## src/design/sp_bram_settings.svh

```systemverilog
// sp_bram build settings
`ifndef SP_BRAM_SETTINGS_SVH
`define SP_BRAM_SETTINGS_SVH

// bus address width
`define SPB_ADDR_W 32

// bus data width, four byte lanes
`define SPB_DATA_W 32

// words per lane, power of two
`define SPB_DEPTH 8192

// word address width, bits above the byte offset
`define SPB_WADDR_W $clog2(`SPB_DEPTH)

`endif

```

## src/design/bus_pkg.sv

```systemverilog
// bus side types
package bus_pkg;

    // direction of a bus command, taken from i_wr_en
    typedef enum logic
    {
        OP_READ  = 1'b0,
        OP_WRITE = 1'b1
    } bus_op_e;

    // access width classified from the byte-enable mask
    typedef enum logic [1:0]
    {
        SZ_BYTE = 2'd0,    // mask 0001
        SZ_HALF = 2'd1,    // mask 0011
        SZ_WORD = 2'd2,    // mask 1111
        SZ_BAD  = 2'd3     // any other mask
    } access_size_e;

    // offsets 0 and 2 only for halfwords, 0 only for words
    // bytes may sit at any offset

endpackage

```

## src/design/bram_pkg.sv

```systemverilog
// memory side types
package bram_pkg;

    // controller states
    typedef enum logic [1:0]
    {
        ST_ISSUE  = 2'd0,    // waiting for a command
        ST_RETIRE = 2'd1,    // lane access in flight
        ST_DONE   = 2'd2     // response held until enable drops
    } ctrl_state_e;

    // one write enable per byte lane
    // bit 0 is the lowest byte of the word
    typedef logic [3:0] lane_mask_t;

    // lane mask with no lane selected
    localparam lane_mask_t LANES_NONE = 4'b0000;

endpackage

```

## src/design/access_decode.sv

```systemverilog
// access size and lane decode
`include "sp_bram_settings.svh"

module access_decode
    import bus_pkg::*,
           bram_pkg::*;
(
    input  logic [`SPB_DATA_W/8-1:0] i_be,
    input  logic [1:0]               i_offset,
    input  logic [`SPB_DATA_W-1:0]   i_wdata,
    output access_size_e             o_size,
    output lane_mask_t               o_lane_mask,
    output logic [`SPB_DATA_W-1:0]   o_wdata_steered,
    output logic                     o_legal
);

    access_size_e size;

    // classify by mask only
    always_comb
    begin
        case (i_be)
            4'b0001: size = SZ_BYTE;
            4'b0011: size = SZ_HALF;
            4'b1111: size = SZ_WORD;
            default: size = SZ_BAD;
        endcase
    end

    assign o_size = size;

    // offset check, lane select and data replication
    always_comb
    begin
        o_legal         = 1'b0;
        o_lane_mask     = LANES_NONE;
        o_wdata_steered = i_wdata;
        case (size)
            SZ_BYTE:
            begin
                o_legal         = 1'b1;                        // any offset
                o_lane_mask     = lane_mask_t'(4'b0001 << i_offset);
                o_wdata_steered = {4{i_wdata[7:0]}};
            end
            SZ_HALF:
            begin
                o_legal         = ~i_offset[0];
                o_lane_mask     = i_offset[1] ? 4'b1100 : 4'b0011;
                o_wdata_steered = {2{i_wdata[15:0]}};
            end
            SZ_WORD:
            begin
                o_legal     = (i_offset == 2'b00);
                o_lane_mask = 4'b1111;
            end
            default:
            begin
                // unsupported mask, nothing enabled
                o_legal     = 1'b0;
                o_lane_mask = LANES_NONE;
            end
        endcase

        if (!o_legal)
        begin
            o_lane_mask = LANES_NONE;   // refused access never touches a lane
        end
    end

endmodule

```

## config.mk

```make
export PLATFORM = sky130hd
export DESIGN_NAME = access_decode
export DESIGN_NICKNAME = d
export VERILOG_FILES = /design/src/design/bus_pkg.sv /design/src/design/bram_pkg.sv /design/src/design/access_decode.sv
export VERILOG_INCLUDE_DIRS = /design/src /design/src/design
export SDC_FILE = /design/constraint.sdc
export NUM_CORES = 1
export LEC_CHECK = 0
export BUFFER_PORTS_ARGS = -buffer_cell sky130_fd_sc_hd__buf_2
export CAP_MARGIN = 20
export CORE_MARGIN = 1
export CORE_UTILIZATION = 34
export DETAILED_ROUTE_END_ITERATION = 8
export GPL_TIMING_DRIVEN = 0
export MAX_ROUTING_LAYER = met4
export PLACE_DENSITY = 0.94
export SETUP_SLACK_MARGIN = 0.5
export SLEW_MARGIN = 0
export SYNTH_ARGS = -nofsm -noshare
export SYNTH_HDL_FRONTEND = slang
export SYNTH_SLANG_ARGS = --single-unit
```

## constraint.sdc

```tcl
create_clock -name vclk -period 1.2
set_input_delay 0.06 -clock vclk [all_inputs]
set_output_delay 0.06 -clock vclk [all_outputs]
set_load 0.02 [all_outputs]
```

==> results.cfg, run 1 <==
[placement]
place.gp.congestion = 0.687
dp_hpwl_mm = 1.77
dpl_cell_area_sq_um = 1110
io_buffers = 75

[yosys]
synth_nets = 116
synth_top_area_share_pct = 24.3
syn-cell-area_sq_um = 602
yosysMostFrequentCell = mux2_2
synth_top_cell_by_area = mux2_2
synth_cells = 78
yosysSeqAreaShare_pct = 0
ys_warn_count = 0
syn_area_per_cell_sq_um = 7.72
synthDistinctLibCells = 26
synthTopCellsByArea = mux2_2 (24%), buf_4 (14%), mux2i_1 (13%)
synth_common_cells = mux2_2 (13), buf_4 (11), a21oi_1 (9), nor2_1 (9), mux2i_1 (8)

[die]
start_util_pct = 38.2
die_x_um = 44.1
die_h_um = 44.1
ios = 77
placementRows = 14

[outcome]
error = [ERROR DPL-0033] detailed placement checks failed during check placement.
failed_stage = 4_1_cts
status = aborted with a tool error

[clocking]
post_cts_resize_count = 86
holdBufCountCts = 0
post-cts-setup-buffers = 13
through the flow:
stage / setup WS (ns) / utilization, % / hold slack (ns) / std cells
3_3_place_gp: -0.156 / 70.6 / 0.461 / 169
2_1_floorplan: 0.108 / - / 0.171 / 78
3_5_place_dp: -0.155 / 70.6 / 0.468 / 169
kinds of logic after synthesis:
| kind of cell | share of synthesized area, % |
|---|---|
| muxes | 43.2 |
| buffers and inverters | 19.5 |
| AOI/OAI and AO/OA | 13.3 |
| and+or+nand+nor | 21.0 |
| xor gates and xnor gates | 2.91 |
==> run 2: changes to the inputs <==
--- a/config.mk
+++ b/config.mk
@@ -8,13 +8,11 @@
 export LEC_CHECK = 0
 export BUFFER_PORTS_ARGS = -buffer_cell sky130_fd_sc_hd__buf_2
 export CAP_MARGIN = 20
-export CORE_MARGIN = 1
-export CORE_UTILIZATION = 34
+export CORE_AREA = 2 2 63 65
 export DETAILED_ROUTE_END_ITERATION = 8
+export DIE_AREA = 0 0 65 67
 export GPL_TIMING_DRIVEN = 0
-export MAX_ROUTING_LAYER = met4
-export PLACE_DENSITY = 0.94
-export SETUP_SLACK_MARGIN = 0.5
+export PLACE_DENSITY_LB_ADDON = 0.15
 export SLEW_MARGIN = 0
 export SYNTH_ARGS = -nofsm -noshare
 export SYNTH_HDL_FRONTEND = slang
==> run 2 against run 1 <==
The run now ends clean. Area after synthesis did not move. Synthesized cell count stayed put.
==> results.cfg, run 2 <==
[detailed_routing]
wl_per_cell_um = 12.3
topRoutingLayerUsed = met3
wl_met2_mm = 1.50
avgViaCountPerCell = 4.18
dr.pass1.iters = 3
met1Wirelength_um = 950
wl_met3_um = 122
routed_wl_mm = 2.58
dr_total_vias = 873
drc = 0
drt_iter0_markers = 7
ant_nets = 0

[timing]
worst_pin_slew_ns = 0.190
min_period_ns = 1.16
setup_viol = 0
finalMaxSlewViolations = 0
hold_slack_ns = 0.435
fin_tns_setup_ns = 0
post-route-period-util_pct = 96.6
final_hold_viol_count = 0
relSlewSlack_pct = 87.0
rsz0062_at_grt = no
fmax_mhz = 863

[worst_setup_path]
worst-path-buf-inv = 4
crit_top_cell = buf_6
cp_max_fo = 8
crit_path_cell_trace = buf_12 > nor3b_4 > buf_6 > buf_8 > mux2_4 > buf_6
critPathCaptureType = output port
critPathLaunchType = input pin
cp_top_family = buffers and inverters
crit_path_start = i_be[3]
slowest_delay_ns = 0.31
worstSetupPathType = in -> out
required_ns = 1.14
critPathArrivalTime_ns = 1.10
worst_path_max_delay_cell = mux2_4

[global_route]
antenna_found_initial = 0
gr-usage-all-layers_pct = 11.1
grt_pass1_wl_mm = 3.96
overflow = 0
grt_pass1_vias = 864
grt_max_degree = 11

[die]
ios = 77
die_area_sq_um = 4360
core_area_sq_um = 3610
start_util_pct = 16.7
placementRows = 22
die_h_um = 67
die_x_um = 65

[pwr]
peakVddDrop_mv = 0.191
power.share.clock_pct = 0
intPower_mw = 0.288
power.share.sequential_pct = 0
leakagePower_nw = 0.701
p_total_mw = 0.549
power.net_switching_mw = 0.261
power_density_nw_per_um2 = 414
combPwrFrac_pct = 100.0
sw_frac_of_total_pct = 47.6

[outcome]
status = finished clean

[yosys]
syn_area_per_cell_sq_um = 7.72
syn-cell-area_sq_um = 602
ys_warn_count = 0
synth_nets = 116
synthTopCellsByArea = mux2_2 (24%), buf_4 (14%), mux2i_1 (13%)
synth_common_cells = mux2_2 (13), buf_4 (11), a21oi_1 (9), nor2_1 (9), mux2i_1 (8)
yosysMostFrequentCell = mux2_2
synth_cells = 78
synth_top_area_share_pct = 24.3
synthDistinctLibCells = 26
yosysSeqAreaShare_pct = 0
synth_top_cell_by_area = mux2_2

[finish]
nets = 201
nClkBuffers = 0
drive_gt1_share_pct = 73.9
final-seq-area_sq_um = 0
syn2layout_area_growth_pct = 120
nFlopsAndLatches = 0
diodes = 0
final_common_cell = buf_2
final_cell_mix = buf_2 (54), buf_6 (24), buf_4 (17)
final_core_util_pct = 36.8
fin_area_sq_um = 1330
n_fill_cell = 402

[placement]
dpl_cell_area_sq_um = 1040
dp_hpwl_mm = 1.93
place.gp.congestion = 0.717
io_buffers = 75

[job]
maxCapViolations = 0

[min_path]
worstHoldStart = i_wdata[16]
hp-class = in -> out
==> run 2: routing by layer <==
layer	vias to the layer above	GRT usage, %
li1	433	-
met1	414	13.0
met2	26	23.3
met3	0	0.338
met4	0	0
met5	-	0
==> run 2: stage by stage <==
stage / std cells / worst slack, ns
2_1_floorplan: 78 / 0.0140
3_3_place_gp: 201 / -0.231
3_5_place_dp: 201 / -0.200
4_1_cts: 207 / 0.00704
5_1_grt: 209 / 0.00109
6_report: 209 / 0.0406
==> run 2: power by group through the flow <==
stage          combinational (mW)  clock (mW)  sequential (mW)
6_report                    0.549           0                0
5_1_grt                     0.585           0                0
4_1_cts                     0.512           0                0
3_5_place_dp                0.428           0                0
3_3_place_gp                0.425           0                0
2_1_floorplan               0.260           0                0
==> run 2: final timing paths <==
| path | end | depth (start not counted) | slack (ns) |
|---|---|---|---|
| setup / recovery | o_wdata_steered[18] | 6 | 0.04 |
| hold / removal | o_wdata_steered[16] | 3 | 0.43 |
==> run 2: cell families after synthesis <==
group | after synthesis | synth area share (%)
AO/OA/AOI/OAI | 14 | 13.3
AND/OR/NAND/NOR | 22 | 21.0
XOR/XNOR | 2 | 2.91
multiplexers | 24 | 43.2
buffers and inverters | 16 | 19.5
==> run 2: cell type report <==
class / instances / area, sq um / share of cell area [%]
inverter: 2 / 7.51 / 0.566
tap: 48 / 60.1 / 4.53
multi-input combinational: 62 / 556 / 41.9
timing repair buffer: 84 / 578 / 43.6
buffer: 13 / 125 / 9.43
==> run 2: what timing repair did <==
action,in CTS,in global routing
gates resized for setup,44,24
pin swaps,3,3
setup endpoints to repair,24,23
hold buffers,0,0
setup buffers,7,2
Note: power is estimated with default switching activity, not from simulation.
