File: src/design/sp_bram_settings.svh
// sp_bram build settings
`ifndef SP_BRAM_SETTINGS_SVH
`define SP_BRAM_SETTINGS_SVH

// bus address width
`define SPB_ADDR_W 32

// bus data width, four byte lanes
`define SPB_DATA_W 32

// words per lane, power of two
`define SPB_DEPTH 8192

// word address width, bits above the byte offset
`define SPB_WADDR_W $clog2(`SPB_DEPTH)

`endif

File: src/design/bus_pkg.sv
// bus side types
package bus_pkg;

    // direction of a bus command, taken from i_wr_en
    typedef enum logic
    {
        OP_READ  = 1'b0,
        OP_WRITE = 1'b1
    } bus_op_e;

    // access width classified from the byte-enable mask
    typedef enum logic [1:0]
    {
        SZ_BYTE = 2'd0,    // mask 0001
        SZ_HALF = 2'd1,    // mask 0011
        SZ_WORD = 2'd2,    // mask 1111
        SZ_BAD  = 2'd3     // any other mask
    } access_size_e;

    // offsets 0 and 2 only for halfwords, 0 only for words
    // bytes may sit at any offset

endpackage

File: src/design/bram_pkg.sv
// memory side types
package bram_pkg;

    // controller states
    typedef enum logic [1:0]
    {
        ST_ISSUE  = 2'd0,    // waiting for a command
        ST_RETIRE = 2'd1,    // lane access in flight
        ST_DONE   = 2'd2     // response held until enable drops
    } ctrl_state_e;

    // one write enable per byte lane
    // bit 0 is the lowest byte of the word
    typedef logic [3:0] lane_mask_t;

    // lane mask with no lane selected
    localparam lane_mask_t LANES_NONE = 4'b0000;

endpackage

File: src/design/lane_port_if.sv
// lane port bundle
`include "sp_bram_settings.svh"

interface lane_port_if
    import bram_pkg::*;
();

    lane_mask_t                 wren;       // per lane write enable
    logic [`SPB_WADDR_W-1:0]    word_addr;  // shared by all lanes
    logic [`SPB_DATA_W-1:0]     wdata;      // already steered to lanes
    logic [`SPB_DATA_W-1:0]     rdata;      // full word from the lanes

    // controller side, word address comes from the bus at the top
    modport ctrl (output wren, output word_addr, output wdata, input rdata);

    // lane RAM side
    modport mem (input wren, input word_addr, input wdata, output rdata);

    // read aligner only looks at the read word
    modport rd (input rdata);

endinterface

File: src/design/read_align.sv
// read data alignment
`include "sp_bram_settings.svh"

module read_align
    import bus_pkg::*;
(
    input  access_size_e             i_size,
    input  logic [1:0]               i_offset,
    lane_port_if.rd                  lanes,
    output logic [`SPB_DATA_W-1:0]   o_rdata_aligned
);

    logic [7:0]  sel_byte;
    logic [15:0] sel_half;

    // byte picked by full offset
    always_comb
    begin
        case (i_offset)
            2'd0:    sel_byte = lanes.rdata[7:0];
            2'd1:    sel_byte = lanes.rdata[15:8];
            2'd2:    sel_byte = lanes.rdata[23:16];
            default: sel_byte = lanes.rdata[31:24];
        endcase
    end

    // halfword picked by offset bit 1 only
    assign sel_half = i_offset[1] ? lanes.rdata[31:16] : lanes.rdata[15:0];

    // zero-extend by size
    always_comb
    begin
        case (i_size)
            SZ_BYTE:
            begin
                o_rdata_aligned = {{(`SPB_DATA_W-8){1'b0}}, sel_byte};
            end
            SZ_HALF:
            begin
                o_rdata_aligned = {{(`SPB_DATA_W-16){1'b0}}, sel_half};
            end
            default:
            begin
                o_rdata_aligned = lanes.rdata;   // word, bad size never latched
            end
        endcase
    end

endmodule

File: src/flat_wrapper.sv
// flat-port wrapper written by rule: the top's interface ports become plain ports
module read_align_flat import bus_pkg::*;
  (i_size, i_offset, o_rdata_aligned, lanes_rdata);
  lane_port_if lanes_i ();
  input  access_size_e i_size;
  input  logic [1:0] i_offset;
  output logic [`SPB_DATA_W-1:0] o_rdata_aligned;
  input wire logic [$bits(lanes_i.rdata)-1:0] lanes_rdata;
  assign lanes_i.rdata = lanes_rdata;
  read_align u_core (.i_size(i_size), .i_offset(i_offset), .lanes(lanes_i), .o_rdata_aligned(o_rdata_aligned));
endmodule
File: config.mk
export PLATFORM = sky130hd
export DESIGN_NAME = read_align_flat
export DESIGN_NICKNAME = d
export VERILOG_FILES = /design/src/design/bus_pkg.sv /design/src/design/bram_pkg.sv /design/src/design/lane_port_if.sv /design/src/design/read_align.sv /design/src/flat_wrapper.sv
export VERILOG_INCLUDE_DIRS = /design/src /design/src/design
export SDC_FILE = /design/constraint.sdc
export NUM_CORES = 1
export LEC_CHECK = 0
export BUFFER_PORTS_ARGS = -buffer_cell sky130_fd_sc_hd__buf_2
export CAP_MARGIN = 10
export CORE_MARGIN = 10
export CORE_UTILIZATION = 30
export DETAILED_ROUTE_END_ITERATION = 10
export GPL_TIMING_DRIVEN = 0
export PLACE_DENSITY = 0.82
export SYNTH_ARGS = -nofsm -noshare
export SYNTH_HDL_FRONTEND = slang
export SYNTH_SLANG_ARGS = --single-unit
File: constraint.sdc
create_clock -name vclk -period 2.08
set_clock_uncertainty 0.15 [all_clocks]
set_input_delay 0.104 -clock vclk [all_inputs]
set_output_delay 0.104 -clock vclk [all_outputs]
set_load 0.02 [all_outputs]
==> flow_summary.json, run 1 <==
{
  "drt-wirelength-per-cell_um": 15.93,
  "hold_violations": 0,
  "area_growth_pct": 79.72,
  "synthesis.nets": 97,
  "finalCritPeriodShare": 0.7128,
  "worstMarginPinSlew_ns": 0.5161,
  "switching_power_w": 0.0001296,
  "start_util": 0.3336,
  "die_area_um2": 3452,
  "synthTopCellsByCount": "and2_1 (16), a22o_1 (8), a221o_1 (7), mux2i_1 (7), nor2_1 (7)",
  "setup.worst_path.end_class": "primary output",
  "num_rows": 13,
  "yosysSeqAreaShare": 0,
  "clkbuf_count": 0,
  "synth_cell_types": 16,
  "finalNonFillerCells": 144,
  "grt.total_usage": 0.1172,
  "ir_drop_mv": 0.1748,
  "worst-path-buf-inv": 3,
  "ant_nets": 0,
  "tns_ns": 0,
  "placed_area_um2": 809.5,
  "layout-drive-gt1-share": 0.5814,
  "viasPerCell": 5.056,
  "yosysMostFrequentCell": "and2_1",
  "cp_max_fo": 10,
  "syn_area_um2": 450.4,
  "die_w_um": 58.75,
  "grt_pass1_wl_um": 3450,
  "grt_start_max_net_pins": 11,
  "required_ns": 1.83,
  "antenna_found_initial": 0,
  "crit_chain": "buf_2 -> buf_2 -> nor3b_2 -> a22o_1 -> buf_2",
  "max_cap_viol_count": 0,
  "cts_setup_buffers": 0,
  "timing.hold.ws_ns": 0.4020,
  "synth_top_area_frac": 0.2222,
  "regArea_um2": 0,
  "hold_path.class": "primary input to primary output",
  "dp_hpwl_um": 1996,
  "ys_top_cells_by_area": "and2_1 (22%), a221o_1 (16%), a22o_1 (16%)",
  "ys_warn_count": 0,
  "critPathLaunchType": "primary input",
  "crit_start": "i_size[1]",
  "setup-violations-final": 0,
  "crit_cells": 5,
  "synth.avg_cell_area_um2": 7.384,
  "min_from": "lanes_rdata[23]",
  "status": "finished clean",
  "gp_congestion": 0.7136,
  "fin_util": 0.5996,
  "vias": 728,
  "diodes": 0,
  "grt_pass1_vias": 742,
  "core-area_um2": 1350,
  "cpMostUsedCell": "buf_2",
  "slew_headroom": 0.6544,
  "seqPwrFrac": 0,
  "cp_top_family": "simple AND/OR/NAND/NOR gates",
  "dp.cells": 144,
  "postLayoutCellArea_um2": 809.5,
  "netlist_instances": 61,
  "cp_slowest_stage_delay_ns": 0.46,
  "portBuffers": 68,
  "path_class": "primary input to primary output",
  "finalNetCount": 167,
  "hold_depth": 3,
  "fmax_mhz": 674.5,
  "p_sw_frac": 0.5766,
  "n_fill_cell": 122,
  "p_comb_frac": 1.000,
  "worstPathArrival_ns": 1.23,
  "rsz0062_at_grt": "false",
  "die_h_um": 58.75,
  "first_pass_iters": 4,
  "nFlopsAndLatches": 0,
  "ios": 68,
  "ctsHoldBuffers": 0,
  "drtIter0Drc": 16,
  "p_int_w": 0.00009518,
  "power_density_nw_per_um2": 277.7,
  "period_minus_slack_ns": 1.483,
  "drv_slew": 0,
  "grt.overflow.total": 0,
  "p_leak_nw": 0.4947,
  "slowest_stage": "nor3b_2",
  "cts_resized": 0,
  "synth_top_area_cell": "and2_1",
  "clkPwrFrac": 0,
  "drc_errors": 0,
  "routed_wirelength_um": 2294,
  "hold_path_end": "o_rdata_aligned[23]"
}
==> worst max path at each step <==
stage	to	slack, ns
after floorplan	o_rdata_aligned[2]	0.72
after global placement	o_rdata_aligned[8]	0.60
after detailed placement	o_rdata_aligned[10]	0.60
after CTS	o_rdata_aligned[15]	0.60
after global routing	o_rdata_aligned[10]	0.51
final	o_rdata_aligned[15]	0.60
==> power by group through the flow <==
stage               sequential [W]  combinational, W  clock, W
finish                           0          0.000225         0
CTS                              0          0.000226         0
global placement                 0          0.000222         0
global route                     0          0.000244         0
detailed placement               0          0.000225         0
floorplan                        0          0.000132         0
==> cells in the final DEF (no fill, tap or decap) <==
| master | instances |
|---|---|
| or3b_1 | 1 |
| nor2_1 | 7 |
| buf_2 | 71 |
| a22o_1 | 8 |
| inv_1 | 3 |
| o21bai_2 | 1 |
| mux2i_1 | 7 |
| a211oi_2 | 1 |
| a21o_1 | 1 |
| nor3_2 | 1 |
| a221o_1 | 7 |
| clkbuf_1 | 1 |
| and2_1 | 16 |
| a221oi_1 | 1 |
| nor2b_1 | 2 |
| nor3b_2 | 1 |
==> metal layers <==
| metal | share of wire | vias to the layer above | global-route usage |
|---|---|---|---|
| met5 | 0 | - | 0 |
| met4 | 0 | 0 | 0 |
| met3 | 0.14 | 0 | 0.06223 |
| met2 | 0.47 | 40 | 0.2057 |
| met1 | 0.39 | 320 | 0.1289 |
| li1 | - | 368 | - |
==> metrics by stage <==
step | setup slack (ns) | total power, W
finish | 0.5974 | 0.0002248
detailed placement | 0.6035 | 0.0002252
floorplan | 0.7199 | 0.0001318
CTS | 0.6025 | 0.0002257
global placement | 0.5993 | 0.0002219
global route | 0.5092 | 0.0002443
==> final cells by class <==
cell class	instances	area [um^2]	area share
plain buffers	4	18.77	0.02318
inverters	3	11.26	0.01391
multi-input cells	54	420.4	0.5193
well taps	15	18.77	0.02318
repair buffers	68	340.3	0.4204
==> cell families (layout without fill, tap and decap cells) <==
group	Yosys count	after routing	synth area share
compound gates	19	19	0.4000
buf+inv	7	75	0.06665
mux	7	7	0.1556
simple gates	28	28	0.3778
Note: power is estimated with default switching activity, not from simulation.
==> run 2, diff against run 1 <==
Settings changed: CORE_UTILIZATION 30 to 28, PLACE_DENSITY 0.82 to 0.81.
Clock period 2.08 ns to 1.22 ns, I/O delays scaled along.
==> run 2 against run 1 <==
The flow now finishes with violations (negative setup slack). Die area grew 4.7%. Sequential share of layout area is the same. Cell area is 30% higher. Critical path depth unchanged. Cell count up 4.2%. Non-clock buffer count is 5 higher.
==> flow_summary.json, run 2 (synthesis gave the netlist of run 1 again) <==
{
  "layout_common_cells": "buf_2 (50), and2_1 (16), buf_4 (13), a22o_1 (8), buf_6 (8)",
  "n_fill_cell": 117,
  "start_util": 0.2990,
  "num_rows": 14,
  "required_ns": 1.01,
  "setup_ws_ns": -0.05041,
  "grt_start_max_net_pins": 11,
  "grt.overflow.total": 0,
  "drt-wirelength-per-cell_um": 16.67,
  "violations": "negative setup slack",
  "grt_pass1_wl_um": 3519,
  "dp.cells": 145,
  "finalCritPeriodShare": 1.041,
  "slew_headroom": 0.8246,
  "setup.worst_path.end_class": "primary output",
  "min_from": "lanes_rdata[6]",
  "rsz0062_at_grt": "true",
  "drc_errors": 0,
  "regArea_um2": 0,
  "routed_wirelength_um": 2500,
  "hold_depth": 3,
  "drtIter0Drc": 4,
  "core-area_um2": 1506,
  "hold_path_end": "o_rdata_aligned[6]",
  "grt_pass1_vias": 772,
  "fmax_mhz": 787.1,
  "diodes": 0,
  "drv_slew": 0,
  "period_minus_slack_ns": 1.270,
  "fin_util": 0.6968,
  "area_growth_pct": 133.1,
  "viasPerCell": 5.080,
  "p_leak_nw": 0.5796,
  "status": "finished, violations left",
  "power_density_nw_per_um2": 477.3,
  "portBuffers": 68,
  "vias": 762,
  "hold_path.class": "primary input to primary output",
  "ctsHoldBuffers": 0,
  "antenna_found_initial": 0,
  "finalNetCount": 172,
  "grt.total_usage": 0.1177,
  "layout-drive-gt1-share": 0.6493,
  "clkbuf_count": 0,
  "die_w_um": 60.11,
  "path_class": "primary input to primary output",
  "final_common_cell": "buf_2",
  "ios": 68,
  "critPathLaunchType": "primary input",
  "cp_max_fo": 8,
  "setup-violations-final": 8,
  "ant_nets": 0,
  "die_h_um": 60.11,
  "max_cap_viol_count": 0,
  "gp_congestion": 0.7871,
  "first_pass_iters": 3,
  "ir_drop_mv": 0.2371,
  "timing.hold.ws_ns": 0.3022,
  "worstPathArrival_ns": 1.06,
  "pre_cts_ws_ns": -0.1873,
  "dp_hpwl_um": 2076,
  "die_area_um2": 3613,
  "hold_violations": 0,
  "finalNonFillerCells": 150,
  "worstMarginPinSlew_ns": 0.2630,
  "nFlopsAndLatches": 0
}
## run 2: cell types whose count changed in the layout (fill, tap and decap cells not counted), moves of 2 or more
cell | before | now
buf_6 | 0 | 8
buf_2 | 71 | 50
buf_8 | 0 | 2
mux2i_1 | 7 | 5
buf_12 | 0 | 2
buf_4 | 0 | 13
## run 2: stage by stage
stage | area [um^2] | total power (W) | setup TNS (ns)
floorplan | 456.7 | 0.0002274 | 0
global placement | 817.0 | 0.0003812 | -2.389
detailed placement | 817.0 | 0.0003902 | -2.689
CTS | 949.7 | 0.0004579 | -0.3506
global route | 1050 | 0.0005289 | -0.5077
finish | 1050 | 0.0005011 | -0.1328
## run 2: worst max path at each step
stage	startpoint	end	cells past startpoint	slack, ns
5_1_grt	i_size[1]	o_rdata_aligned[2]	5	-0.10
3_3_place_gp	i_size[1]	o_rdata_aligned[15]	5	-0.18
6_report	i_size[1]	o_rdata_aligned[2]	5	-0.05
3_5_place_dp	i_size[1]	o_rdata_aligned[11]	5	-0.19
4_1_cts	i_size[0]	o_rdata_aligned[2]	6	-0.08
2_1_floorplan	i_size[1]	o_rdata_aligned[0]	4	0.12
## run 2: repair_timing
action / in CTS / in global routing
gates resized for setup: 32 / 19
setup buffers: 2 / 3
pin swaps: 3 / 3
gates cloned: 0 / 1
endpoints found under the setup margin: 16 / 26
## run 2: final cells by class
cell class | count | area (um^2) | share of cell area
timing repair buffer | 74 | 508.0 | 0.4839
tap | 16 | 20.02 | 0.01907
multi-input combinational | 54 | 480.5 | 0.4577
buffer | 3 | 30.03 | 0.02861
inverter | 3 | 11.26 | 0.01073
## run 2: metal layers
metal / wire length, um / vias up / GRT usage
li1: - / 382 / -
met1: 839 / 347 / 0.1140
met2: 1411 / 31 / 0.2441
met3: 231 / 2 / 0.02966
met4: 18 / 0 / 0.009615
met5: 0 / - / 0
## run 2: critical path, cell delays in order
cell	delay, ns
buf_8	0.10
or3b_4	0.44
a211oi_4	0.23
a221oi_2	0.05
buf_4	0.17
## run 2: power breakdown
group          internal (W)  switching (W)  total [W]
Sequential                0              0          0
Clock                     0              0          0
Combinational      0.000251       0.000250   0.000501
Total              0.000251       0.000250   0.000501
==> run 3, diff against run 2 <==
Settings changed: CAP_MARGIN 10 to 20, CORE_UTILIZATION 28 to 30, PLACE_DENSITY 0.81 to 0.82, TNS_END_PERCENT from default to 10.
Clock period 1.22 ns to 1.2 ns, I/O delays scaled along.
==> run 3 against run 2 <==
The flow still finishes with violations (negative setup slack). Global-route usage up 0.97 points. Via count up 0.39%. Hold slack got worse by 0.0032 ns. Cell area fell by 6.9%. Utilization increased by 2.7 points. First-iteration DRC count increased to 2.5 times the previous value. Setup slack got worse by 0.036 ns. Critical path type unchanged.
==> flow_summary.json, run 3 (synthesis gave the netlist of run 1 again) <==
{
  "cp_max_fo": 8,
  "first_pass_iters": 4,
  "grt_pass1_vias": 836,
  "finalNetCount": 170,
  "grt_pass1_wl_um": 3788,
  "drt-wirelength-per-cell_um": 16.63,
  "portBuffers": 68,
  "min_from": "lanes_rdata[3]",
  "ios": 68,
  "setup.worst_path.end_class": "primary output",
  "crit_chain": "buf_8 -> or3b_1 -> buf_6 -> a211oi_2 -> a221oi_2 -> buf_4",
  "grt.total_usage": 0.1275,
  "drv_slew": 0,
  "area_growth_pct": 116.9,
  "fin_util": 0.7238,
  "slowest_stage": "or3b_1",
  "cp_slowest_stage_delay_ns": 0.38,
  "layout_common_cells": "buf_2 (56), and2_1 (16), buf_6 (9), a22o_1 (8)",
  "routed_wirelength_um": 2444,
  "die_area_um2": 3452,
  "power_density_nw_per_um2": 485.3,
  "use_met1": 0.1348,
  "critPathLaunchType": "primary input",
  "final_common_cell": "buf_2",
  "required_ns": 0.99,
  "core-area_um2": 1350,
  "layout-drive-gt1-share": 0.6515,
  "drc_errors": 0,
  "clkbuf_count": 0,
  "ir_drop_mv": 0.3323,
  "period_minus_slack_ns": 1.286,
  "dp_hpwl_um": 1999,
  "met3_usage": 0.05579,
  "p_total_w": 0.0004742,
  "fmax_mhz": 777.4,
  "nFlopsAndLatches": 0,
  "grt_start_max_net_pins": 11,
  "worst-path-buf-inv": 3,
  "hold_depth": 3,
  "slew_headroom": 0.7667,
  "max_cap_viol_count": 0,
  "rsz0062_at_grt": "true",
  "grt.overflow.total": 0,
  "violations": "negative setup slack",
  "path_class": "primary input to primary output",
  "vias": 765,
  "num_rows": 13,
  "die_w_um": 58.75,
  "busiest_layer": "met2",
  "die_h_um": 58.75,
  "viasPerCell": 5.204,
  "worstPathArrival_ns": 1.08,
  "ctsHoldBuffers": 0,
  "n_fill_cell": 106,
  "hold_violations": 0,
  "met2_usage": 0.2387,
  "cp_top_family": "buffers and inverters",
  "hold_path_end": "o_rdata_aligned[3]",
  "finalCritPeriodShare": 1.072,
  "diodes": 0,
  "p_leak_nw": 0.5504,
  "setup-violations-final": 13,
  "drtIter0Drc": 10,
  "ant_nets": 0,
  "antenna_found_initial": 0,
  "worstMarginPinSlew_ns": 0.3488,
  "hold_path.class": "primary input to primary output",
  "status": "finished, violations left",
  "gp_congestion": 0.7873,
  "setup_ws_ns": -0.08628,
  "regArea_um2": 0,
  "start_util": 0.3336
}
[run 3: cell count changes in the layout (fill, tap and decap cells not counted), moves of 3 or more]
cell	change
buf_2	+6
buf_4	-6
nor2_1	-3
nor2_2	+3
[run 3: worst min-delay path, stage by stage]
cell and delay [ns]:
buf_2 0.08, a221o_1 0.14, buf_6 0.11
[run 3: routing by layer]
metal | share of wire | wire length (um)
met1 | 0.38 | 927
met2 | 0.49 | 1204
met3 | 0.13 | 313
met4 | 0 | 0
met5 | 0 | 0
[run 3: cell type report]
cell class         count  area, um^2  share of cell area
plain buffers          4       41.29             0.04225
well taps             15       18.77             0.01921
multi-input cells     54       473.0              0.4840
inverters              3       11.26             0.01152
repair buffers        71       432.9              0.4430
[run 3: report_power, final]
part | internal [W] | switching, W
registers | 0 | 0
clock network | 0 | 0
logic | 0.000227 | 0.000247
[run 3: worst max-delay path by stage]
stage               from                  end  depth (start not counted)
2_1_floorplan  i_size[1]   o_rdata_aligned[0]                          4
3_3_place_gp   i_size[1]   o_rdata_aligned[8]                          5
3_5_place_dp   i_size[1]  o_rdata_aligned[10]                          5
4_1_cts        i_size[0]   o_rdata_aligned[2]                          6
5_1_grt        i_size[0]   o_rdata_aligned[2]                          6
6_report       i_size[0]   o_rdata_aligned[2]                          6
[run 3: repair_timing]
action                                  CTS  global route
pin swaps                                 4             1
gates cloned                              0             0
endpoints found under the setup margin   26            16
resized for setup                        33             7
setup buffers                             3             0
[run 3: through the flow]
step / cells / hold slack (ns) / setup WS [ns] / setup TNS, ns / cell area (um^2)
3_3_place_gp: 144 / 0.3101 / -0.1856 / -2.549 / 815.8
4_1_cts: 147 / 0.3032 / -0.08429 / -0.4732 / 947.2
3_5_place_dp: 144 / 0.3133 / -0.2012 / -2.705 / 815.8
6_report: 147 / 0.2990 / -0.08628 / -0.5324 / 977.2
2_1_floorplan: 61 / 0.1083 / 0.1069 / 0 / 456.7
5_1_grt: 147 / 0.3124 / -0.1377 / -1.322 / 977.2
